### src/verilog/mem_pkg.sv
`default_nettype none

package mem_pkg;

	////////////////////
	// Widths
	////////////////////

	// One SRAM word per address
	localparam int ADDR_W = 16;
	localparam int DATA_W = 16;

	////////////////////
	// Controller request and completion
	////////////////////

	// One access handed to the strobe sequencer
	typedef struct packed {
		logic              write;
		logic [ADDR_W-1:0] addr;
		logic [DATA_W-1:0] wdata;
	} mem_req_t;

	// Done is a single-cycle pulse, rdata valid with it on reads
	typedef struct packed {
		logic              done;
		logic [DATA_W-1:0] rdata;
	} mem_rsp_t;

	////////////////////
	// Grant owner
	////////////////////

	typedef enum logic [0:0] {
		SRC_FETCH = 1'b0,
		SRC_EXE   = 1'b1
	} req_src_t;

endpackage

`default_nettype wire
### src/verilog/exe_port.sv
`default_nettype none

module exe_port #(
	parameter int TAG_W = 8
) (
	input  wire                            clk,
	input  wire                            rst,

	// Load/store side
	input  wire                            exe_req,
	input  wire                            exe_write,
	input  wire  [mem_pkg::ADDR_W-1:0]     exe_addr,
	input  wire  [mem_pkg::DATA_W-1:0]     exe_wdata,
	input  wire  [TAG_W-1:0]               exe_tag,
	output logic                           exe_done,
	output logic [mem_pkg::DATA_W-1:0]     exe_rdata,

	// Arbiter side
	output logic                           need,
	output mem_pkg::mem_req_t              req,
	input  mem_pkg::mem_rsp_t              rsp
);

	// Tag of the last access that finished
	logic [TAG_W-1:0] done_tag;

	////////////////////
	// Request side
	////////////////////

	// A changed tag marks a new load or store
	assign need = exe_req && (exe_tag != done_tag);

	assign req = '{write: exe_write, addr: exe_addr, wdata: exe_wdata};

	// Level, stays up until the next tag change
	assign exe_done = (exe_tag == done_tag);

	////////////////////
	// Completion
	////////////////////

	always_ff @(posedge clk) begin
		if (!rst) begin
			done_tag <= '0;
		end else if (rsp.done) begin
			done_tag <= exe_tag;
		end
	end

	// Load result, kept across stores
	always_ff @(posedge clk) begin
		if (rsp.done && !exe_write) begin
			exe_rdata <= rsp.rdata;
		end
	end

endmodule

`default_nettype wire

### config.mk
export PLATFORM = sky130hd
export DESIGN_NAME = exe_port
export DESIGN_NICKNAME = d
export VERILOG_FILES = /design/src/verilog/mem_pkg.sv /design/src/verilog/exe_port.sv
export SDC_FILE = /design/constraint.sdc
export NUM_CORES = 1
export LEC_CHECK = 0
export BUFFER_PORTS_ARGS = -buffer_cell sky130_fd_sc_hd__buf_2
export CORE_MARGIN = 2
export CORE_UTILIZATION = 39
export CTS_BUF_LIST = sky130_fd_sc_hd__clkbuf_8
export DETAILED_ROUTE_END_ITERATION = 8
export PLACE_DENSITY = 0.9
export SYNTH_ARGS = -nofsm -noshare
export SYNTH_HDL_FRONTEND = slang
export SYNTH_SLANG_ARGS = --single-unit
### constraint.sdc
create_clock -name clk -period 3 [get_ports clk]
set_input_delay 0.75 -clock clk [delete_from_list [all_inputs] [get_ports clk]]
set_output_delay 0.75 -clock clk [all_outputs]
set_load 0.01 [all_outputs]
# Word-level counts from Yosys, hierarchy flattened
# Cells that the tools add are included.
# word_totals
ff_bits	24
output_inout_bits	51
wordCells	7
# op_classes
eq_ne	2
reduce_logical	3
# ops
cell	n
equality test 8 bit	1
inequality test 8 bit	1
logical AND 1 bit	2
zero test 1 bit	1

# Logic depth before layout (Yosys ltp)
# depth
ltp_word	2
ltp_mapped	3

# Worst setup path before layout
# No wires, ideal clock.
# synth_path
path_type	in2reg
from	input port rsp[16] in the netlist's numbering
to	register exe_rdata[0] in the netlist's numbering (enable)
setup_ns	0.390
t_arrival_ns	1.705
required_ns	2.610
path_slack_ns	0.905
cell_stages	2
path_buffers	1
cell_sequence	buf_4 -> nor2b_1
# synth_via
elab_chain_cells	1
# synth_rtl
item	line	rtl
from (decl)	exe_port.sv:21	input mem_pkg::mem_rsp_t rsp
logical AND 1 bit	exe_port.sv:53	if (rsp.done && !exe_write) begin
to (signal assigned)	exe_port.sv:54	exe_rdata <= rsp.rdata;
to (decl)	exe_port.sv:16	output logic [mem_pkg::DATA_W-1:0] exe_rdata,
# Every way passes these cells.
# A chain may end at the register's enable or synchronous reset.

# Final worst setup path
# layout_path
from	input port exe_tag[3]
to	output port need
# layout_via
elab_chain_cells	2
# layout_rtl
item	line	rtl
from (decl)	exe_port.sv:14	input wire [TAG_W-1:0] exe_tag,
inequality test 8 bit	exe_port.sv:32	assign need = exe_req && (exe_tag != done_tag);
logical AND 1 bit	exe_port.sv:32	
to (decl)	exe_port.sv:19	output logic need,
# Every way passes these cells.

==> impl_metrics.csv <==
group,metric,value,unit
layout,drive_above_1_share,0.490,
floorplan,dieHeight,57.7,um
grt,grt_pass1_wl,2660,um
place,gp_congestion,0.693,
clock_network,hold_buffers,0,
sta,tightest_slew,0.258,ns
outcome,status,"complete, no violations",
grt,antenna_found_initial,0,
logic_synthesis,synth.yosys.seq_area_share,0.569,
worst_setup_path,crit_fanout,2,
worst_setup_path,cp_data_arrival_time,1.49,ns
sta,finalSetupViolCount,0,
worst_setup_path,reg2reg_depth,2,
worst_setup_path,r2r_start,"done_tag[6]",
worst_setup_path,cpPeakStageDelay,0.20,ns
routing,initialDrtViolationCount,7,
hold_path,hold_end,"done_tag[2]",
worst_setup_path,slowest_stage,"o21a_1",
layout,syn2layout_area_growth,6.00,%
worst_setup_path,cp_common_cell,"buf_2",
floorplan,io_pins,112,
place,port_buffers,47,
grt,grt_pass1_vias,607,
logic_synthesis,yosys_warnings,0,
clock_network,cts-resized-gates,0,
grt,grt_util_all_layers,0.110,
clock_network,clock_sinks,24,
sta,max_freq,446,MHz
layout,final_cell_area,1190,um2
logic_synthesis,synth_cell_types,9,
clock_network,cts_tree,"done",
clock_network,clk_path_buf_depth,2,
layout,antenna_cells,0,
worst_setup_path,critPathTopFamily,"buffers and inverters",
worst_setup_path,critical_path_buf_inv_count,2,
logic_synthesis,synth_nets,148,
hold_path,hold_class,"register to register",
floorplan,design.core.area,2760,um2
floorplan,dieArea,3330,um2
logic_synthesis,synth_area,1130,um2
grt,grt-ovfl-total,0,
sta,relSlewSlack,0.828,
power,totalPowerFinal,634,uW
grt,grt_max_degree,17,
routing,drt_wl_total,1900,um
routing,wl_per_cell,14.1,um
routing,vias_per_cell,4.60,
worst_setup_path,startpoint_type,"primary input",
layout,fin_nets,167,
sta,fin_tns_setup,0,ns
floorplan,start_util,0.408,
floorplan,rows,19,
sta,rsz0062_at_grt,"no",
clock_network,h-tree-depth,1,
hold_path,min_from,"done_tag[2]",
logic_synthesis,syn_avg_cell_area,12.9,um2
sta,holdWs,0.544,ns
worst_setup_path,worstPathRequired,2.25,ns
routing,drtAntennaViolNets,0,
routing,drc,0,
clock_network,root_buffer,"clkbuf_8",
routing,vias,621,
power,power_density,531,nW/um2
clock_network,cts_setup_buffers,0,
power,p_leak,0.510,nW
logic_synthesis,ys_ff_latch,24,
worst_setup_path,r2r_setup_slack,2.35,ns
worst_setup_path,path_class,"primary input to primary output",
clock_network,numCtsBuffers,3,
place,post_dp_cell_area,1150,um2
sta,finClkSkew,0,ns
clock_network,clkTransAtPathRegs,0.07,ns
hold_path,hold_depth,2,
sta,final_max_slew_viol_count,0,
clock_network,insertion_delay,0.25,ns
routing,first_pass_iters,3,
sta,min_period_over_period,0.748,
power,vdd_drop_max,386,uV
sta,hold_violations,0,
floorplan,die_w,57.7,um
sta,final.min_clock_period,2.24,ns
worst_setup_path,end_kind,"primary output",
worst_setup_path,r2r-end,"done_tag[6]",
worst_setup_path,crit_chain,"buf_2 > xnor2_1 > nand4_1 > o21a_1 > buf_2",
flow_run,drv_cap,0,
logic_synthesis,syn_inst,87,
[where the power goes]
part           leakage, nW  total, mW  switching (mW)  internal, mW
registers            0.216      0.382         0.00717         0.375
clock network       0.0216      0.175          0.0855        0.0892
logic                0.272     0.0766          0.0364        0.0403
total                0.510      0.634           0.129         0.505
[layer usage]
layer | GRT usage | vias up | part of all wire
met5 | 0 | - | 0
met4 | 0.116 | 0 | 0.062
met3 | 0.0223 | 22 | 0.11
met2 | 0.205 | 39 | 0.52
met1 | 0.0900 | 269 | 0.30
li1 | - | 291 | -
[cells in the final DEF (no fill, tap or decap)]
master    netlist  layout
nor2b_1         9       9
nor2_1          1       1
mux2i_1         8       8
edfxtp_1       16      16
buf_2           0      47
xnor2_1         8       8
nand4_1         2       2
buf_4          34       1
o21a_1          1       1
dfxtp_1         8       8
clkbuf_8        0       3
[worst max-delay path by stage]
stage,from,endpoint,slack (ns),cells past startpoint
finish,exe_tag[3],need,0.76,5
global route,exe_tag[3],need,0.63,5
CTS,exe_tag[3],need,0.71,5
detailed placement,exe_tag[3],need,0.71,5
global placement,exe_tag[2],need,0.75,5
floorplan,rsp[16],exe_rdata[0],0.90,2
[cell usage after synthesis]
library cell | count | area [um2]
nor2b_1 | 9 | 56.3
dfxtp_1 | 8 | 160
mux2i_1 | 8 | 80.1
o21a_1 | 1 | 7.51
edfxtp_1 | 16 | 480
xnor2_1 | 8 | 70.1
nor2_1 | 1 | 3.75
buf_4 | 34 | 255
nand4_1 | 2 | 12.5
[worst register-to-register path: cells and delay by family, from the launching register on]
| family | cells | cell delay [ns] |
|---|---|---|
| mux | 1 | 0.15 |
| simple gates | 1 | 0.07 |
| flops | 1 | 0.32 |
[state kept, by name, summed over array words and instances, names as in the netlist]
register,count
done_tag,8
exe_rdata,16
[through the flow]
stage	cells	worst slack, ns	utilization
floorplan	87	0.905	-
global placement	132	0.749	0.418
detailed placement	132	0.713	0.418
CTS	135	0.713	0.433
global route	135	0.633	0.433
finish	135	0.756	0.433
[logic make-up (layout without fill, tap and decap cells)]
kind of cell / after synthesis / after routing / share of synthesized area
buffers and inverters: 34 / 51 / 0.227
xor gates and xnor gates: 8 / 8 / 0.0622
and+or+nand+nor: 12 / 12 / 0.0644
muxes: 8 / 8 / 0.0711
DFF: 24 / 24 / 0.569
AOI/OAI and AO/OA: 1 / 1 / 0.00667
[layout make-up]
class	count	area, um2
Clock buffer	3	41.3
Fill cell	261	1560
Multi-Input combinational cell	29	230
Sequential cell	24	641
Tap cell	31	38.8
Timing Repair Buffer	48	243
No activity file was read; power rests on OpenSTA's default activity.
