<file path="src/verilog/mem_pkg.sv">
`default_nettype none

package mem_pkg;

	////////////////////
	// Widths
	////////////////////

	// One SRAM word per address
	localparam int ADDR_W = 16;
	localparam int DATA_W = 16;

	////////////////////
	// Controller request and completion
	////////////////////

	// One access handed to the strobe sequencer
	typedef struct packed {
		logic              write;
		logic [ADDR_W-1:0] addr;
		logic [DATA_W-1:0] wdata;
	} mem_req_t;

	// Done is a single-cycle pulse, rdata valid with it on reads
	typedef struct packed {
		logic              done;
		logic [DATA_W-1:0] rdata;
	} mem_rsp_t;

	////////////////////
	// Grant owner
	////////////////////

	typedef enum logic [0:0] {
		SRC_FETCH = 1'b0,
		SRC_EXE   = 1'b1
	} req_src_t;

endpackage

`default_nettype wire
</file>
<file path="src/verilog/ram_arbiter.sv">
`default_nettype none

module ram_arbiter (
	input  wire                  clk,
	input  wire                  rst,

	// Requesters
	input  wire                  fetch_need,
	input  wire                  exe_need,
	input  mem_pkg::mem_req_t    fetch_req,
	input  mem_pkg::mem_req_t    exe_req,

	// Controller
	input  wire                  busy,
	output logic                 start,
	output mem_pkg::mem_req_t    grant_req,
	input  mem_pkg::mem_rsp_t    ctrl_rsp,

	// Completions back to the requesters
	output mem_pkg::mem_rsp_t    fetch_rsp,
	output mem_pkg::mem_rsp_t    exe_rsp
);

	mem_pkg::req_src_t owner;
	logic              free;

	// Controller takes start one cycle late, so block the start cycle too
	assign free = !busy && !start;

	////////////////////
	// Grant
	////////////////////

	// Execute first, fetch only when no load or store waits
	always_ff @(posedge clk) begin
		if (!rst) begin
			start <= 1'b0;
			owner <= mem_pkg::SRC_FETCH;
		end else begin
			start <= 1'b0;
			if (free && exe_need) begin
				start <= 1'b1;
				owner <= mem_pkg::SRC_EXE;
			end else if (free && fetch_need) begin
				start <= 1'b1;
				owner <= mem_pkg::SRC_FETCH;
			end
		end
	end

	// Granted request, held steady for the controller
	always_ff @(posedge clk) begin
		if (free) begin
			grant_req <= exe_need ? exe_req : fetch_req;
		end
	end

	////////////////////
	// Completion steering
	////////////////////

	assign fetch_rsp.done  = ctrl_rsp.done && (owner == mem_pkg::SRC_FETCH);
	assign fetch_rsp.rdata = ctrl_rsp.rdata;
	assign exe_rsp.done    = ctrl_rsp.done && (owner == mem_pkg::SRC_EXE);
	assign exe_rsp.rdata   = ctrl_rsp.rdata;

endmodule

`default_nettype wire

</file>
<file path="config.mk">
export PLATFORM = sky130hd
export DESIGN_NAME = ram_arbiter
export DESIGN_NICKNAME = d
export VERILOG_FILES = /design/src/verilog/mem_pkg.sv /design/src/verilog/ram_arbiter.sv
export SDC_FILE = /design/constraint.sdc
export NUM_CORES = 1
export LEC_CHECK = 0
export ABC_AREA = 1
export BUFFER_PORTS_ARGS = -buffer_cell sky130_fd_sc_hd__buf_2
export CAP_MARGIN = 5
export CORE_MARGIN = 1
export CORE_UTILIZATION = 38
export CTS_CLUSTER_SIZE = 28
export DETAILED_ROUTE_END_ITERATION = 6
export PLACE_DENSITY_LB_ADDON = 0.08
export SYNTH_ARGS = -nofsm -noshare
export SYNTH_HDL_FRONTEND = slang
export SYNTH_SLANG_ARGS = --single-unit
</file>
<file path="constraint.sdc">
create_clock -name clk -period 2.9 [get_ports clk]
set_clock_uncertainty 0.15 [all_clocks]
set_input_delay 0 -clock clk [delete_from_list [all_inputs] [get_ports clk]]
set_output_delay 0 -clock clk [all_outputs]
set_load 0.05 [all_outputs]
</file>
After elaboration in Yosys (flattened, before gate mapping)
Cells that the tools add are included.

Bits in registers: 35. Input bits: 88. Output and inout bits: 68. Word-level logic and storage cells: 19.

Multiplexer cells: 5. Bitwise operators: 1. Reduce and logical (&&, ||, !) cells: 8.

Operators with widths (number): 2-to-1 mux 33 bit (1); logical AND 1 bit (5); 2-to-1 mux 1 bit (4); logical NOT 1 bit (2); nonzero test 2 bit (1); NOT 1 bit (1).

Depth between registers and ports, before layout
Depth in word-level cells: 5. Depth in mapped cells: 6. Depth with buffers taken out: 5.

Worst setup path after synthesis
OpenSTA, ideal clock, no wires.

Kind: reg-to-reg. Start point: reg start. End point: reg owner. Library setup time: 0.070 ns. Arrival time: 2.398 ns. Required time: 2.680 ns. Slack: 0.283 ns. Stages on the path, launching flop included: 4. Buffers on the path: 0. Clock period less this slack: 2.617 ns. Path through: dfxtp_1 > nor2_1 > nand2_1 > a21oi_2.

Word-level cells in the longest chain between the ends: 4. Elaborated cells between the ends (all ways): 6. Those cells by class: 1 x mux; 5 x reduce/logical.

RTL lines: from (decl) (line ram_arbiter.sv:15) `output logic start,`; from (signal assigned) (line ram_arbiter.sv:37) `start <= 1'b0;`; from (signal assigned) (line ram_arbiter.sv:40) `start <= 1'b0;`; from (signal assigned) (line ram_arbiter.sv:42) `start <= 1'b1;`; logical NOT 1 bit * (line ram_arbiter.sv:28) `assign free = !busy && !start;`; logical AND 1 bit * (line ram_arbiter.sv:28); logical AND 1 bit, on equally long branches (line ram_arbiter.sv:41, ram_arbiter.sv:44); 2-to-1 mux 1 bit or nonzero test 2 bit (tied branches); to (signal assigned) (line ram_arbiter.sv:38) `owner <= mem_pkg::SRC_FETCH;`; to (signal assigned) (line ram_arbiter.sv:43) `owner <= mem_pkg::SRC_EXE;`; to (signal assigned) (line ram_arbiter.sv:46) `owner <= mem_pkg::SRC_FETCH;`; to (decl) (line ram_arbiter.sv:24) `mem_pkg::req_src_t owner;`.

Every way passes the cells marked *; elsewhere a longest branch is shown, timed or not. A chain may end at the register's enable or synchronous reset.

Worst setup path after layout
Ends and elaborated chain as after synthesis.

==> summary.md <==
| Metric | Value |
|---|---|
| Outcome | `finished clean` |
| Initial antenna violation count | `0` |
| DRT Wirelength | `about 4600 um` |
| Finished Core Util | `68.25%` |
| Latest clock arrival within the worst-skew pair | `280 ps` |
| Cts repair resizes | `0` |
| Flop and latch count out of synthesis | `35` |
| Avg Vias per Cell | `4.350` |
| Max clock buf depth | `2` |
| Root Driver | `clkbuf_8` |
| Worst path arrival time | `~2200 ps` |
| Worst Path Buf+Inv | `1` |
| First-pass GRT wire length | `7238 um` |
| Syn_nets | `~280` |
| Synth cell types | `10` |
| Maximum VDD drop | `roughly 0.26 mV` |
| Largest area contributor in the netlist | `edfxtp_1` |
| Most frequent cells after synthesis | `nand2_1 (102), buf_4 (36), edfxtp_1 (33)` |
| Num CTS Buffers | `5` |
| DRC | `0` |
| Synth async-reset ratio | `0%` |
| Most frequent cell after synthesis | `nand2_1` |
| Fmax | `0.4632 GHz` |
| Area Overhead vs Synth | `69.58%` |
| CTS tree | `done` |
| DRT iter0 DRCs | `63` |
| Slowest Stage Delay on Critical Path | `740 ps` |
| Initial core utilization | `approximately two fifths` |
| Sum Neg Setup Slack | `0 ps` |
| Tmin final | `2159 ps` |
| Post-synth EDFFs | `33` |
| Core box area | `4414 sq um` |
| Inserted Diodes | `0` |
| Final hold slack | `41.76 ps` |
| Leakage power | `1.517 nW` |
| Mapped Avg Cell Area | `9.501 sq um` |
| IO buf count | `107` |
| Average wire per cell in the routed design | `between 10 and 15 um` |
| Dominant cells by area after synthesis | `edfxtp_1 (56%), nand2_1 (22%), buf_4 (15%), dfxtp_1 (2.3%), buf_6 (1.9%)` |
| CP max-delay cell | `nor2_4` |
| Slew headroom | `33.26%` |
| Grt ovf | `0` |
| Synth Cell Area | `1777 sq um` |
| Die ar. | `4953 sq um` |
| Pwr per Cell Area | `467.7 nW/um^2` |
| Fin crit share | `74.44%` |
| Final setup violation count | `0` |
| CTS Sinks | `35` |
| Top FF cell, synth | `edfxtp_1` |
| Worst-Margin Slew | `997.8 ps` |
| Antenna-violating nets left | `0` |
| Drt first pass iters | `4` |
| Register area share after synthesis | `58.03%` |
| Share of cells above drive strength 1 | `33.91%` |
| Worst-path cell chain | `nor2_4, nand2_2, nand2_1, a21oi_2, dlygate4sd3_1` |
| Kind of critical path | `reg2reg` |
| CP startpoint kind | `register` |
| Largest net degree at the start of global routing | `36` |
| Htree depth | `2` |
| Inst Count DP | `307` |
| Routability cong. | `~0.75` |
| Vias | `about 1700` |
| Max Cap Violations | `0` |
| Slew Limit Fails | `0` |
| HPWL Detailed | `2558 um` |
| I/O pin count | `156` |
| Overall power | `1.409 mW` |
| Yosys top cell area share | `55.77%` |
| Post-Synthesis Cells | `around 190` |
| Nets | `between 400 and 500` |
| Worst EP required | `between 2000 and 3000 ps` |
| # rows | `24` |
| Gr usage total | `18.76%` |
| RSZ-0062 raised after global routing | `false` |
| Synth Warn # | `0` |
| Chip Width | `between 70 and 80 um` |
| Layout Cells excl Fill | `400` |
| CP Max Fanout | `35` |
| CP endpoint kind | `register` |
| Final hold vios | `0` |
| Critical path's top delay family | `simple AND/OR/NAND/NOR gates` |
| Worst hold path type | `in2reg` |
| Chip height | `70.38 um` |
| Clock slew at reported path FFs | `60 ps` |
| Number of global-route vias before repair | `1685` |
cell type report:
type	count	area [sq um]
clock buffer	7	76.32
clock inverter	1	5.005
fill	352	1401
inverter	5	26.28
multi-input combinational	108	422.9
sequential	35	1031
tap	52	65.06
timing repair buffer	192	1386
logic make-up (layout without fill, tap and decap cells):
kind of cell,Yosys count,in the layout,share of synthesized area (%)
compound gates,1,1,0.4930
buf+inv,44,205,18.59
simple gates,107,107,22.89
flops,35,35,58.03
metal layers:
metal / track usage, % / wire, um / up-vias / part of all wire [%]
met5: 0 / 0 / - / 0
met4: 6.667 / 94 / 0 / 2.1
met3: 5.483 / 352 / 12 / 7.7
met2: 35.98 / 2422 / 88 / 53
met1: 18.81 / 1690 / 766 / 37
li1: - / - / 874 / -
final timing paths:
kind	slack (ps)	from	cells past startpoint	to
min reg2reg	610	start	3	start
max reg2reg	740	start	5	owner
min	40	busy	4	start
max	740	start	5	owner
tightest hold or removal path, delay by kind of cell:
kind,cells,cell delay [ps]
buf+inv,1,100
simple gates,3,310
report_power, final:
group	internal, mW	total, mW	leakage, nW	switching [mW]
registers	0.598	0.607	0.339	0.00842
logic	0.165	0.473	1.14	0.308
clock network	0.168	0.330	0.0422	0.162
layout by cell type (no fill, tap or decap):
cell type | Yosys | layout
clkinv_2 | 0 | 1
inv_8 | 1 | 1
dlygate4sd3_1 | 0 | 85
nand2_1 | 102 | 102
a21oi_2 | 1 | 1
nor2_1 | 3 | 2
buf_2 | 0 | 107
inv_1 | 4 | 4
dfxtp_1 | 2 | 2
edfxtp_1 | 33 | 33
nor2_4 | 0 | 1
clkbuf_1 | 0 | 2
clkbuf_8 | 0 | 5
nand2_2 | 2 | 2
through the flow:
step                area (sq um)  worst slack, ps
global route                3013            595.7
global placement            2081             1297
detailed placement          2081             1270
finish                      3013            741.3
floorplan                   1777            282.9
CTS                         3013            727.2
sequential cells by signal, indices dropped and copies added (netlist names):
| name | flops |
|---|---|
| grant_req | 33 |
| owner | 1 |
| start | 1 |
what timing repair did:
action / 4_1_cts / 5_1_grt
hold endpoints to repair: 67 / 0
buffers inserted: 0 / 0
hold buffers: 85 / 0
No activity file was read; power rests on OpenSTA's default activity.
