`src/verilog/mem_pkg.sv`:
```
`default_nettype none

package mem_pkg;

	////////////////////
	// Widths
	////////////////////

	// One SRAM word per address
	localparam int ADDR_W = 16;
	localparam int DATA_W = 16;

	////////////////////
	// Controller request and completion
	////////////////////

	// One access handed to the strobe sequencer
	typedef struct packed {
		logic              write;
		logic [ADDR_W-1:0] addr;
		logic [DATA_W-1:0] wdata;
	} mem_req_t;

	// Done is a single-cycle pulse, rdata valid with it on reads
	typedef struct packed {
		logic              done;
		logic [DATA_W-1:0] rdata;
	} mem_rsp_t;

	////////////////////
	// Grant owner
	////////////////////

	typedef enum logic [0:0] {
		SRC_FETCH = 1'b0,
		SRC_EXE   = 1'b1
	} req_src_t;

endpackage

`default_nettype wire
```
`src/verilog/fetch_port.sv`:
```
`default_nettype none

module fetch_port (
	input  wire                            clk,
	input  wire                            rst,

	// Program side
	input  wire                            fetch_req,
	input  wire  [mem_pkg::ADDR_W-1:0]     fetch_addr,
	output logic                           fetch_done,
	output logic [mem_pkg::DATA_W-1:0]     fetch_data,

	// Arbiter side
	output logic                           need,
	output mem_pkg::mem_req_t              req,
	input  mem_pkg::mem_rsp_t              rsp
);

	// Address of the word held in fetch_data
	logic [mem_pkg::ADDR_W-1:0] last_pc;

	////////////////////
	// Request side
	////////////////////

	// Only a new address costs an SRAM read
	assign need = fetch_req && (fetch_addr != last_pc);

	// Instruction fetch never writes
	assign req = '{write: 1'b0, addr: fetch_addr, wdata: '0};

	// Word is ready as soon as the address matches the remembered one
	assign fetch_done = (fetch_addr == last_pc);

	////////////////////
	// Completion
	////////////////////

	// All ones never matches a fresh program counter of zero
	always_ff @(posedge clk) begin
		if (!rst) begin
			last_pc <= '1;
		end else if (rsp.done) begin
			last_pc <= fetch_addr;
		end
	end

	// Fetched word
	always_ff @(posedge clk) begin
		if (rsp.done) begin
			fetch_data <= rsp.rdata;
		end
	end

endmodule

`default_nettype wire

```
`config.mk`:
```
export PLATFORM = sky130hd
export DESIGN_NAME = fetch_port
export DESIGN_NICKNAME = d
export VERILOG_FILES = /design/src/verilog/mem_pkg.sv /design/src/verilog/fetch_port.sv
export SDC_FILE = /design/constraint.sdc
export NUM_CORES = 1
export LEC_CHECK = 0
export BUFFER_PORTS_ARGS = -buffer_cell sky130_fd_sc_hd__buf_2
export CAP_MARGIN = 10
export CORE_UTILIZATION = 46
export CTS_CLUSTER_SIZE = 25
export DETAILED_ROUTE_END_ITERATION = 12
export MAX_ROUTING_LAYER = met4
export PLACE_DENSITY_LB_ADDON = 0.1
export SYNTH_ARGS = -nofsm -noshare
export SYNTH_HDL_FRONTEND = slang
export SYNTH_SLANG_ARGS = --single-unit
```
`constraint.sdc`:
```
create_clock -name clk -period 2.35 [get_ports clk]
set_clock_uncertainty 0.2 [all_clocks]
set_input_delay 0.47 -clock clk [delete_from_list [all_inputs] [get_ports clk]]
set_output_delay 0.47 -clock clk [all_outputs]
set_load 0.1 [all_outputs]
```
Word level (Yosys, flattened, before mapping)

Cells that the tools add are included.

Reduce and logical (&&, ||, !) cells: 1
Equal/unequal tests: 2

Operators with widths:

| kind              | count |
|---|---|
| $eq 16x16->1      | 1 |
| $ne 16x16->1      | 1 |
| $logic_and 1x1->1 | 1 |

Logic and storage cells: 5
Output and inout port bits: 51
Input bits: 36
Register bits: 32

Longest topological paths before layout

Gate-level depths: netlist (run 1).

Depth in word-level cells: 2
Gate-level depth with buffers: 4
Mapped depth without buffers: 3

Worst setup path before layout (run 1)

OpenSTA, ideal clock, no wires.

Path kind: in2out
Start point: input fetch_addr[3] (netlist name)
End point: output fetch_done
Setup slack: -1976 ps
Arrival time: 3656 ps
Path buffers: 0
Stages on the path: 3
Path through: xnor2_1 -> nand4_1 -> nor4_1

Word-level cells in the longest chain between the ends: 1

Ends and longest elaborated chain:

| what         | line             | source |
|---|---|---|
| from (decl)  | fetch_port.sv:9  | `input wire [mem_pkg::ADDR_W-1:0] fetch_addr,` |
| $eq 16x16->1 | fetch_port.sv:33 | `assign fetch_done = (fetch_addr == last_pc);` |
| to (decl)    | fetch_port.sv:10 | `output logic fetch_done,` |

Every way passes these cells.

Worst setup path after layout (run 1)

Start point: register last_pc[9] (netlist name)
End point: output need

Word-level cells in the longest chain between the ends: 2

Ends and longest elaborated chain:

| what                   | line             | source |
|---|---|---|
| from (decl)            | fetch_port.sv:20 | `logic [mem_pkg::ADDR_W-1:0] last_pc;` |
| from (signal assigned) | fetch_port.sv:44 | `last_pc <= fetch_addr;` |
| $ne 16x16->1           | fetch_port.sv:27 | `assign need = fetch_req && (fetch_addr != last_pc);` |
| $logic_and 1x1->1      | fetch_port.sv:27 |  |
| to (decl)              | fetch_port.sv:14 | `output logic need,` |

Every way passes these cells.

==> flow_metrics.env, run 1 <==
export IMPL_synth_simple_gate_area_share_pct=6.19
export IMPL_path_clk_slew_ps=90
export IMPL_grtUsageTotal_pct=16.3
export IMPL_synth_area_leader_cell="edfxtp_1"
export IMPL_ant_nets=0
export IMPL_path_class="flip-flop to primary output"
export IMPL_fin_util_pct=62.3
export IMPL_endpoint_kind="primary output"
export IMPL_cts_buffers=5
export IMPL_critPathArrivalTime_ps=1650
export IMPL_hold_viol_final=0
export IMPL_htree_levels=2
export IMPL_crit_fanout=2
export IMPL_fin_crit_sh_pct=98.6
export IMPL_gp_congestion=0.641
export IMPL_synth_fa_ha_area_share_pct=0
export IMPL_synth_cell_types=12
export IMPL_drive_above_1_share_pct=54.3
export IMPL_status="finished, final reports clean"
export IMPL_rows=20
export IMPL_dieArea_sq_um=3440
export IMPL_pre_cts_ws_ps=-41.4
export IMPL_die_w_microns=58.6
export IMPL_initial_utilization_pct=48.3
export IMPL_gr_total_overflow=0
export IMPL_clockBufferDepth=2
export IMPL_drt_iter0_drc=10
export IMPL_syn_instance_count=124
export IMPL_grt_pass1_wl_microns=3870
export IMPL_grtUsageMet2_pct=24.0
export IMPL_avgRoutedWirePerCell_microns=11.2
export IMPL_busiest_layer="met2"
export IMPL_ys_top_cells_by_area="edfxtp_1 33%, dfxtp_1 22%, buf_4 17%, mux2i_1 11%, xnor2_1 9.5%"
export IMPL_drc=0
export IMPL_clkLatencyLatePin_ps=320
export IMPL_avgViaCountPerCell=4.27
export IMPL_cts_num_sinks=32
export IMPL_holdWs_ps=121
export IMPL_cts_root_buf="clkbuf_4"
export IMPL_max_freq_ghz=0.432
export IMPL_rsz0062_at_grt="true"
export IMPL_area_delta_synth_final_pct=28.9
export IMPL_synth_seq_area_share_pct=54.3
export IMPL_met1_usage_pct=18.9
export IMPL_placed_area_sq_um=1780
export IMPL_ys_ff_latch=32
export IMPL_p_per_area_nw_per_um2=786
export IMPL_yosysWarnings=0
export IMPL_synth_mux_area_share_pct=10.9
export IMPL_antenna_cells=0
export IMPL_die_h_microns=58.6
export IMPL_maxSlewViolCount=0
export IMPL_grt_max_degree=19
export IMPL_start_kind="flip-flop"
export IMPL_nets=223
export IMPL_use_met3_pct=7.91
export IMPL_p_leak_nw=0.918
export IMPL_tns_ps=0
export IMPL_io_buffers=69
export IMPL_setup_ws_ps=33.3
export IMPL_pin_count=87
export IMPL_cts_tree="yes"
export IMPL_core_area_sq_um=3050
export IMPL_postCtsHoldBufs=0
export IMPL_via_count=990
export IMPL_synth_top_family_by_area="buffers and inverters"
export IMPL_yosys_area_top_type_share_pct=32.6
export IMPL_crit_required_ps=1680
export IMPL_antenna_found_initial=0
export IMPL_dpl_hpwl_microns=1900
export IMPL_synth_xor_area_share_pct=9.50
export IMPL_r2r_slack_ps=1440
export IMPL_routed_wl_microns=2600
export IMPL_min_path_type="input pin to flip-flop"
export IMPL_finalSetupViolCount=0
export IMPL_max_cap_viol_count=0
export IMPL_fin_area_sq_um=1900
export IMPL_synth_compound_area_share_pct=0.763
export IMPL_synth_area_per_cell_sq_um=11.9
export IMPL_ir_worst_vdd_mv=0.350
export IMPL_first_global_vias=844
export IMPL_num_fill_cells=295
export IMPL_first_pass_iters=3
export IMPL_period_needed_ps=2320
export IMPL_netlist_area_sq_um=1480
## where the power goes
group	switching, mW	internal (mW)	total [mW]
Clock	0.174	0.110	0.283
Combinational	0.463	0.103	0.566
Sequential	0.0176	0.628	0.646
Total	0.654	0.841	1.49
## path summary, 6_finish.rpt
kind / start / endpoint / depth (start not counted)
worst min-delay path: rsp[15] / fetch_data[15] / 1
worst max register to register: last_pc[5] / last_pc[5] / 2
worst min register to register: last_pc[11] / last_pc[11] / 2
worst max-delay path: last_pc[9] / need / 4
## layout by cell type, fill, tap and decap left out
| cell type | count |
|---|---|
| buf_2 | 67 |
| conb_1 | 17 |
| mux2i_1 | 16 |
| nand2_1 | 16 |
| edfxtp_1 | 16 |
| dfxtp_2 | 10 |
| xnor2_1 | 9 |
| xnor2_2 | 7 |
| buf_4 | 7 |
| dfxtp_1 | 6 |
| clkbuf_4 | 5 |
| nand4_1 | 4 |
| buf_12 | 3 |
| clkinv_2 | 2 |
| nor4_4 | 1 |
| o41a_1 | 1 |
| clkinv_1 | 1 |
## metrics by stage
stage	power [mW]	instances
finish	1.49	232
global placement	1.20	222
global route	1.56	232
floorplan	1.16	140
detailed placement	1.21	222
CTS	1.50	231
## registers in the layout, summed over array words and instances, names as in the netlist
register    flops
fetch_data     16
last_pc        16
## cells by family after synthesis
kind of cell / count (synthesis)
and+or+nand+nor: 21
xor gates and xnor gates: 16
other: 1
AOI/OAI and AO/OA: 1
muxes: 16
buffers and inverters: 37
DFF: 32
## metal layers
metal / up-vias / routed length, microns
met5: - / 0
met4: 0 / 19
met3: 4 / 269
met2: 55 / 1250
met1: 436 / 1060
li1: 495 / -
## cell type report
class | instances | area (sq um) | share of cell area, %
Clock inverter | 3 | 13.8 | 0.724
Clock buffer | 5 | 37.5 | 1.97
Timing Repair Buffer | 77 | 448 | 23.6
Sequential cell | 32 | 813 | 42.8
Tap cell | 44 | 55.1 | 2.89
Multi-Input combinational cell | 71 | 534 | 28.1
## cell usage after synthesis (all sizes together)
| library cell | instances |
|---|---|
| nor4 | 1 |
| edfxtp | 16 |
| mux2i | 16 |
| clkbuf | 2 |
| nand2 | 16 |
| xnor2 | 16 |
| nand4 | 4 |
| buf | 35 |
| o41a | 1 |
| dfxtp | 16 |
| conb | 1 |
## worst max-delay path, cell delays in order (launching register included)
cell and delay, ps:
dfxtp_2 340, xnor2_2 120, nand4_1 180, o41a_1 500, buf_12 180
## timing repair
item,in CTS,in global routing
pin swaps,7,11
cloned,0,0
setup endpoints to repair,1,2
setup buffers,1,1
gates resized for setup,9,9
No activity file was read; power rests on OpenSTA's default activity.
==> run 2: changes to the inputs <==
--- a/config.mk
+++ b/config.mk
@@ -5,10 +5,9 @@
 export SDC_FILE = /design/constraint.sdc
 export NUM_CORES = 1
 export LEC_CHECK = 0
-export BUFFER_PORTS_ARGS = -buffer_cell sky130_fd_sc_hd__buf_2
+export BUFFER_PORTS_ARGS = -buffer_cell sky130_fd_sc_hd__clkbuf_2
 export CAP_MARGIN = 10
 export CORE_UTILIZATION = 46
-export CTS_CLUSTER_SIZE = 25
 export DETAILED_ROUTE_END_ITERATION = 12
 export MAX_ROUTING_LAYER = met4
 export PLACE_DENSITY_LB_ADDON = 0.1
==> run 2 against run 1 <==
  * Utilization decreased by 1.2 points
  * Total power shrank 1.0%
  * Sequential power about the same
  * Non-clock buffer count down 4
  * Wire length down 4.8%
==> flow_metrics.env, run 2 (synthesis gave the netlist of run 1 again) <==
export IMPL_status="finished, final reports clean"
export IMPL_placed_area_sq_um=1760
export IMPL_avgViaCountPerCell=4.30
export IMPL_drt_iter0_drc=4
export IMPL_dieArea_sq_um=3440
export IMPL_max_freq_ghz=0.437
export IMPL_instances_no_fill=227
export IMPL_via_count=976
export IMPL_maxSlewViolCount=0
export IMPL_p_per_area_nw_per_um2=793
export IMPL_setup_ws_ps=62.1
export IMPL_drive_above_1_share_pct=52.5
export IMPL_clockBufferDepth=2
export IMPL_io_buffers=69
export IMPL_cts_num_sinks=32
export IMPL_critPathArrivalTime_ps=1620
export IMPL_wl_met1_microns=968
export IMPL_die_h_microns=58.6
export IMPL_first_global_vias=825
export IMPL_hold_viol_final=0
export IMPL_path_class="flip-flop to primary output"
export IMPL_crit_fanout=2
export IMPL_gr_total_overflow=0
export IMPL_clkLatencyLatePin_ps=310
export IMPL_antenna_cells=0
export IMPL_clkPwrFrac_pct=18.6
export IMPL_postCtsHoldBufs=0
export IMPL_wl_met2_microns=1220
export IMPL_fin_util_pct=61.1
export IMPL_area_delta_synth_final_pct=26.5
export IMPL_intPower_uw=835
export IMPL_pin_count=87
export IMPL_r2r_slack_ps=1480
export IMPL_max_cap_viol_count=0
export IMPL_wl_met3_microns=264
export IMPL_period_needed_ps=2290
export IMPL_grtUsageTotal_pct=15.3
export IMPL_layout_commonest_cell="clkbuf_2"
export IMPL_combPwrFrac_pct=37.8
export IMPL_first_pass_iters=2
export IMPL_htree_levels=2
export IMPL_place_inst=217
export IMPL_fin_crit_sh_pct=97.4
export IMPL_core_area_sq_um=3050
export IMPL_fin_area_sq_um=1870
export IMPL_avgRoutedWirePerCell_microns=10.9
export IMPL_cts_tree="yes"
export IMPL_rsz0062_at_grt="true"
export IMPL_gp_congestion=0.632
export IMPL_max_slew_margin_pct=63.4
export IMPL_finalSetupViolCount=0
export IMPL_pre_cts_ws_ps=38.7
export IMPL_endpoint_kind="primary output"
export IMPL_antenna_found_initial=0
export IMPL_crit_required_ps=1680
export IMPL_path_clk_slew_ps=90
export IMPL_ant_nets=0
export IMPL_cts_root_buf="clkbuf_4"
export IMPL_start_kind="flip-flop"
export IMPL_drc=0
export IMPL_tightest_slew_ps=551
export IMPL_dpl_hpwl_microns=1910
export IMPL_grt_max_degree=20
export IMPL_nets=219
export IMPL_power_switching_share_pct=43.5
export IMPL_cts_buffers=5
export IMPL_p_seq_share_pct=43.7
export IMPL_reg_top3="fetch_data x16, last_pc x16"
export IMPL_ir_worst_vdd_mv=0.360
export IMPL_routed_wl_microns=2470
export IMPL_die_w_microns=58.6
export IMPL_topRoutingLayerUsed="met4"
export IMPL_min_path_type="input pin to flip-flop"
export IMPL_p_leak_nw=0.910
export IMPL_power_switching_uw=644
export IMPL_grt_pass1_wl_microns=3640
export IMPL_mostFrequentLayoutCells="67 x clkbuf_2, 17 x conb_1, 16 x mux2i_1, 16 x nand2_1, 16 x edfxtp_1"
export IMPL_rows=20
export IMPL_initial_utilization_pct=48.3
[run 2: power groups by stage]
stage,Combinational [mW],Sequential (mW),Clock (mW)
floorplan,0.342,0.817,0
global placement,0.546,0.655,0
detailed placement,0.550,0.657,0
CTS,0.555,0.645,0.293
global route,0.579,0.650,0.315
finish,0.559,0.646,0.275
[run 2: layout make-up]
cell class,instances,area [sq um]
clock buffer,6,41.3
clock inverter,1,5.00
fill,267,1190
multi-input combinational,71,534
sequential,32,812
tap,44,55.1
timing repair buffer,73,418
[run 2: per-stage QoR]
stage	hold slack [ps]	TNS, ps	power, mW
global route	92.4	-61.6	1.54
finish	120	0	1.48
detailed placement	284	0	1.21
CTS	102	-12.2	1.49
global placement	275	0	1.20
floorplan	263	-194	1.16
[run 2: worst paths after layout]
check	start	end	cells past startpoint
worst max-delay path	last_pc[0]	fetch_done	5
worst min-delay path	rsp[14]	fetch_data[14]	1
worst max register to register	last_pc[8]	last_pc[8]	2
worst min register to register	last_pc[11]	last_pc[11]	2
[run 2: per-layer routing]
layer,vias to the layer above,track usage [%]
li1,486,-
met1,431,16.8
met2,54,23.2
met3,5,7.25
met4,0,8.16
met5,-,-
[run 2: what timing repair did]
action / CTS / global route
endpoints found under the hold margin: 0 / 0
pin swaps: 9 / 10
endpoints found under the setup margin: 1 / 2
gates resized for setup: 5 / 8
buffers inserted: 2 / 1
[run 2: worst max-delay path, cell delays in order (launching register included)]
cell     delay (ps)
dfxtp_1         320
xnor2_1         180
nand4_1         120
buf_4           160
nor4_4          300
buf_12          220
==> run 3: changes to the inputs <==
--- a/config.mk
+++ b/config.mk
@@ -7,7 +7,9 @@
 export LEC_CHECK = 0
 export BUFFER_PORTS_ARGS = -buffer_cell sky130_fd_sc_hd__clkbuf_2
 export CAP_MARGIN = 10
-export CORE_UTILIZATION = 46
+export CELL_PAD_IN_SITES_DETAIL_PLACEMENT = 0
+export CELL_PAD_IN_SITES_GLOBAL_PLACEMENT = 1
+export CORE_UTILIZATION = 34
 export DETAILED_ROUTE_END_ITERATION = 12
 export MAX_ROUTING_LAYER = met4
 export PLACE_DENSITY_LB_ADDON = 0.1
==> run 3 against run 2 <==
  * Die area up 34%
  * Fmax about the same
  * Clock power up 42%
  * Total power up 7.2%
  * Non-clock buffer count down 1
  * Critical path depth down 1
  * Worst setup slack worse by 0.75 ps
  * Global-route usage down 2.6 points
  * Sequential cell count unchanged
  * Cell area about the same
  * Sequential share of layout area down 0.30 points
==> flow_metrics.env, run 3 (synthesis gave the netlist of run 1 again) <==
export IMPL_status="finished, final reports clean"
export IMPL_routed_wl_microns=2620
export IMPL_grt_max_degree=19
export IMPL_seqCellArea_sq_um=807
export IMPL_nets=218
export IMPL_grt_pass1_wl_microns=3930
export IMPL_first_pass_iters=3
export IMPL_start_kind="flip-flop"
export IMPL_tns_ps=0
export IMPL_core_area_sq_um=4090
export IMPL_p_per_area_nw_per_um2=849
export IMPL_ir_worst_vdd_mv=0.315
export IMPL_gp_congestion=0.771
export IMPL_dieArea_sq_um=4610
export IMPL_pin_count=87
export IMPL_clkLatencyLatePin_ps=280
export IMPL_die_h_microns=67.9
export IMPL_hold_viol_final=0
export IMPL_place_inst=224
export IMPL_p_seq_share_pct=40.7
export IMPL_cts_root_buf="clkbuf_8"
export IMPL_min_path_type="input pin to flip-flop"
export IMPL_postCtsHoldBufs=0
export IMPL_clockBufferDepth=2
export IMPL_multi_input_area_sq_um=504
export IMPL_power_switching_share_pct=42.0
export IMPL_layout_commonest_cell="clkbuf_2"
export IMPL_holdWs_ps=164
export IMPL_path_class="flip-flop to primary output"
export IMPL_fin_crit_sh_pct=97.4
export IMPL_avgRoutedWirePerCell_microns=11.2
export IMPL_via_count=982
export IMPL_num_fill_cells=423
export IMPL_cts_buffers=5
export IMPL_max_freq_ghz=0.437
export IMPL_cts_tree="yes"
export IMPL_drt_iter0_drc=68
export IMPL_drive_above_1_share_pct=48.1
export IMPL_area_delta_synth_final_pct=26.5
export IMPL_io_buffers=69
export IMPL_clkPwrFrac_pct=24.6
export IMPL_crit_required_ps=1680
export IMPL_p_leak_nw=0.898
export IMPL_tightest_slew_ps=544
export IMPL_instances_no_fill=233
export IMPL_ant_nets=0
export IMPL_reg_top3="fetch_data x16, last_pc x16"
export IMPL_cts_num_sinks=32
export IMPL_period_needed_ps=2290
export IMPL_gr_total_overflow=0
export IMPL_finalSetupViolCount=0
export IMPL_max_slew_margin_pct=63.9
export IMPL_grtUsageTotal_pct=12.8
export IMPL_rsz0062_at_grt="false"
export IMPL_antenna_found_initial=0
export IMPL_intPower_uw=920
export IMPL_die_w_microns=67.9
export IMPL_first_global_vias=861
export IMPL_antenna_cells=0
export IMPL_combPwrFrac_pct=34.8
export IMPL_endpoint_kind="primary output"
export IMPL_max_cap_viol_count=0
export IMPL_initial_utilization_pct=36.1
export IMPL_path_clk_slew_ps=70
export IMPL_rows=23
export IMPL_mostFrequentLayoutCells="67 x clkbuf_2, 17 x conb_1, 16 x mux2i_1, 16 x nand2_1, 16 x edfxtp_1"
export IMPL_crit_fanout=2
export IMPL_maxSlewViolCount=0
export IMPL_critPathArrivalTime_ps=1620
export IMPL_avgViaCountPerCell=4.21
export IMPL_drc=0
export IMPL_dpl_hpwl_microns=2020
export IMPL_power_switching_uw=665
export IMPL_total_power_mw=1.59
export IMPL_htree_levels=2
run 3: layout make-up:
type                    instances  share of cell area [%]
clock inverters                 3                   0.737
repair buffers                 72                    22.0
well taps                      50                    3.35
flip-flops and latches         32                    43.2
multi-input cells              71                    27.0
clock buffers                   5                    3.69
run 3: per-layer routing:
metal / routed length (microns) / global-route usage, % / vias to the layer above
li1: - / - / 482
met1: 1080 / 13.4 / 430
met2: 1200 / 20.0 / 66
met3: 313 / 5.00 / 4
met4: 25 / 7.81 / 0
met5: 0 / - / -
run 3: final timing paths:
| check | startpoint | end | slack [ps] | cells past startpoint |
|---|---|---|---|---|
| max | last_pc[7] | need | 60 | 4 |
| max reg2reg | last_pc[15] | last_pc[15] | 1490 | 2 |
| min | rsp[11] | fetch_data[11] | 160 | 1 |
| min reg2reg | last_pc[1] | last_pc[1] | 270 | 2 |
run 3: power by group through the flow:
stage,registers (mW),clock network (mW),logic (mW)
floorplan,0.817,0,0.342
global placement,0.655,0,0.551
detailed placement,0.656,0,0.552
CTS,0.644,0.416,0.554
global route,0.649,0.440,0.573
finish,0.645,0.390,0.551
run 3: metrics by stage:
| stage | setup slack, ps | instance area [sq um] | utilization [%] |
|---|---|---|---|
| finish | 61.3 | 1870 | 45.7 |
| floorplan | -194 | 1570 | - |
| detailed placement | 41.6 | 1770 | 43.3 |
| CTS | 25.9 | 1860 | 45.5 |
| global route | 0.901 | 1870 | 45.7 |
| global placement | 18.9 | 1770 | 43.3 |
run 3: worst max-delay path, stage by stage, from the launching register on:
cell,delay [ps]
dfxtp_1,340
xnor2_1,130
nand4_1,190
o41a_1,490
buf_12,180
run 3: repair_timing:
item / CTS / global route
endpoints found under the setup margin: 1 / 1
resized for setup: 0 / 5
pin swaps: 1 / 10
buffers inserted: 1 / 0
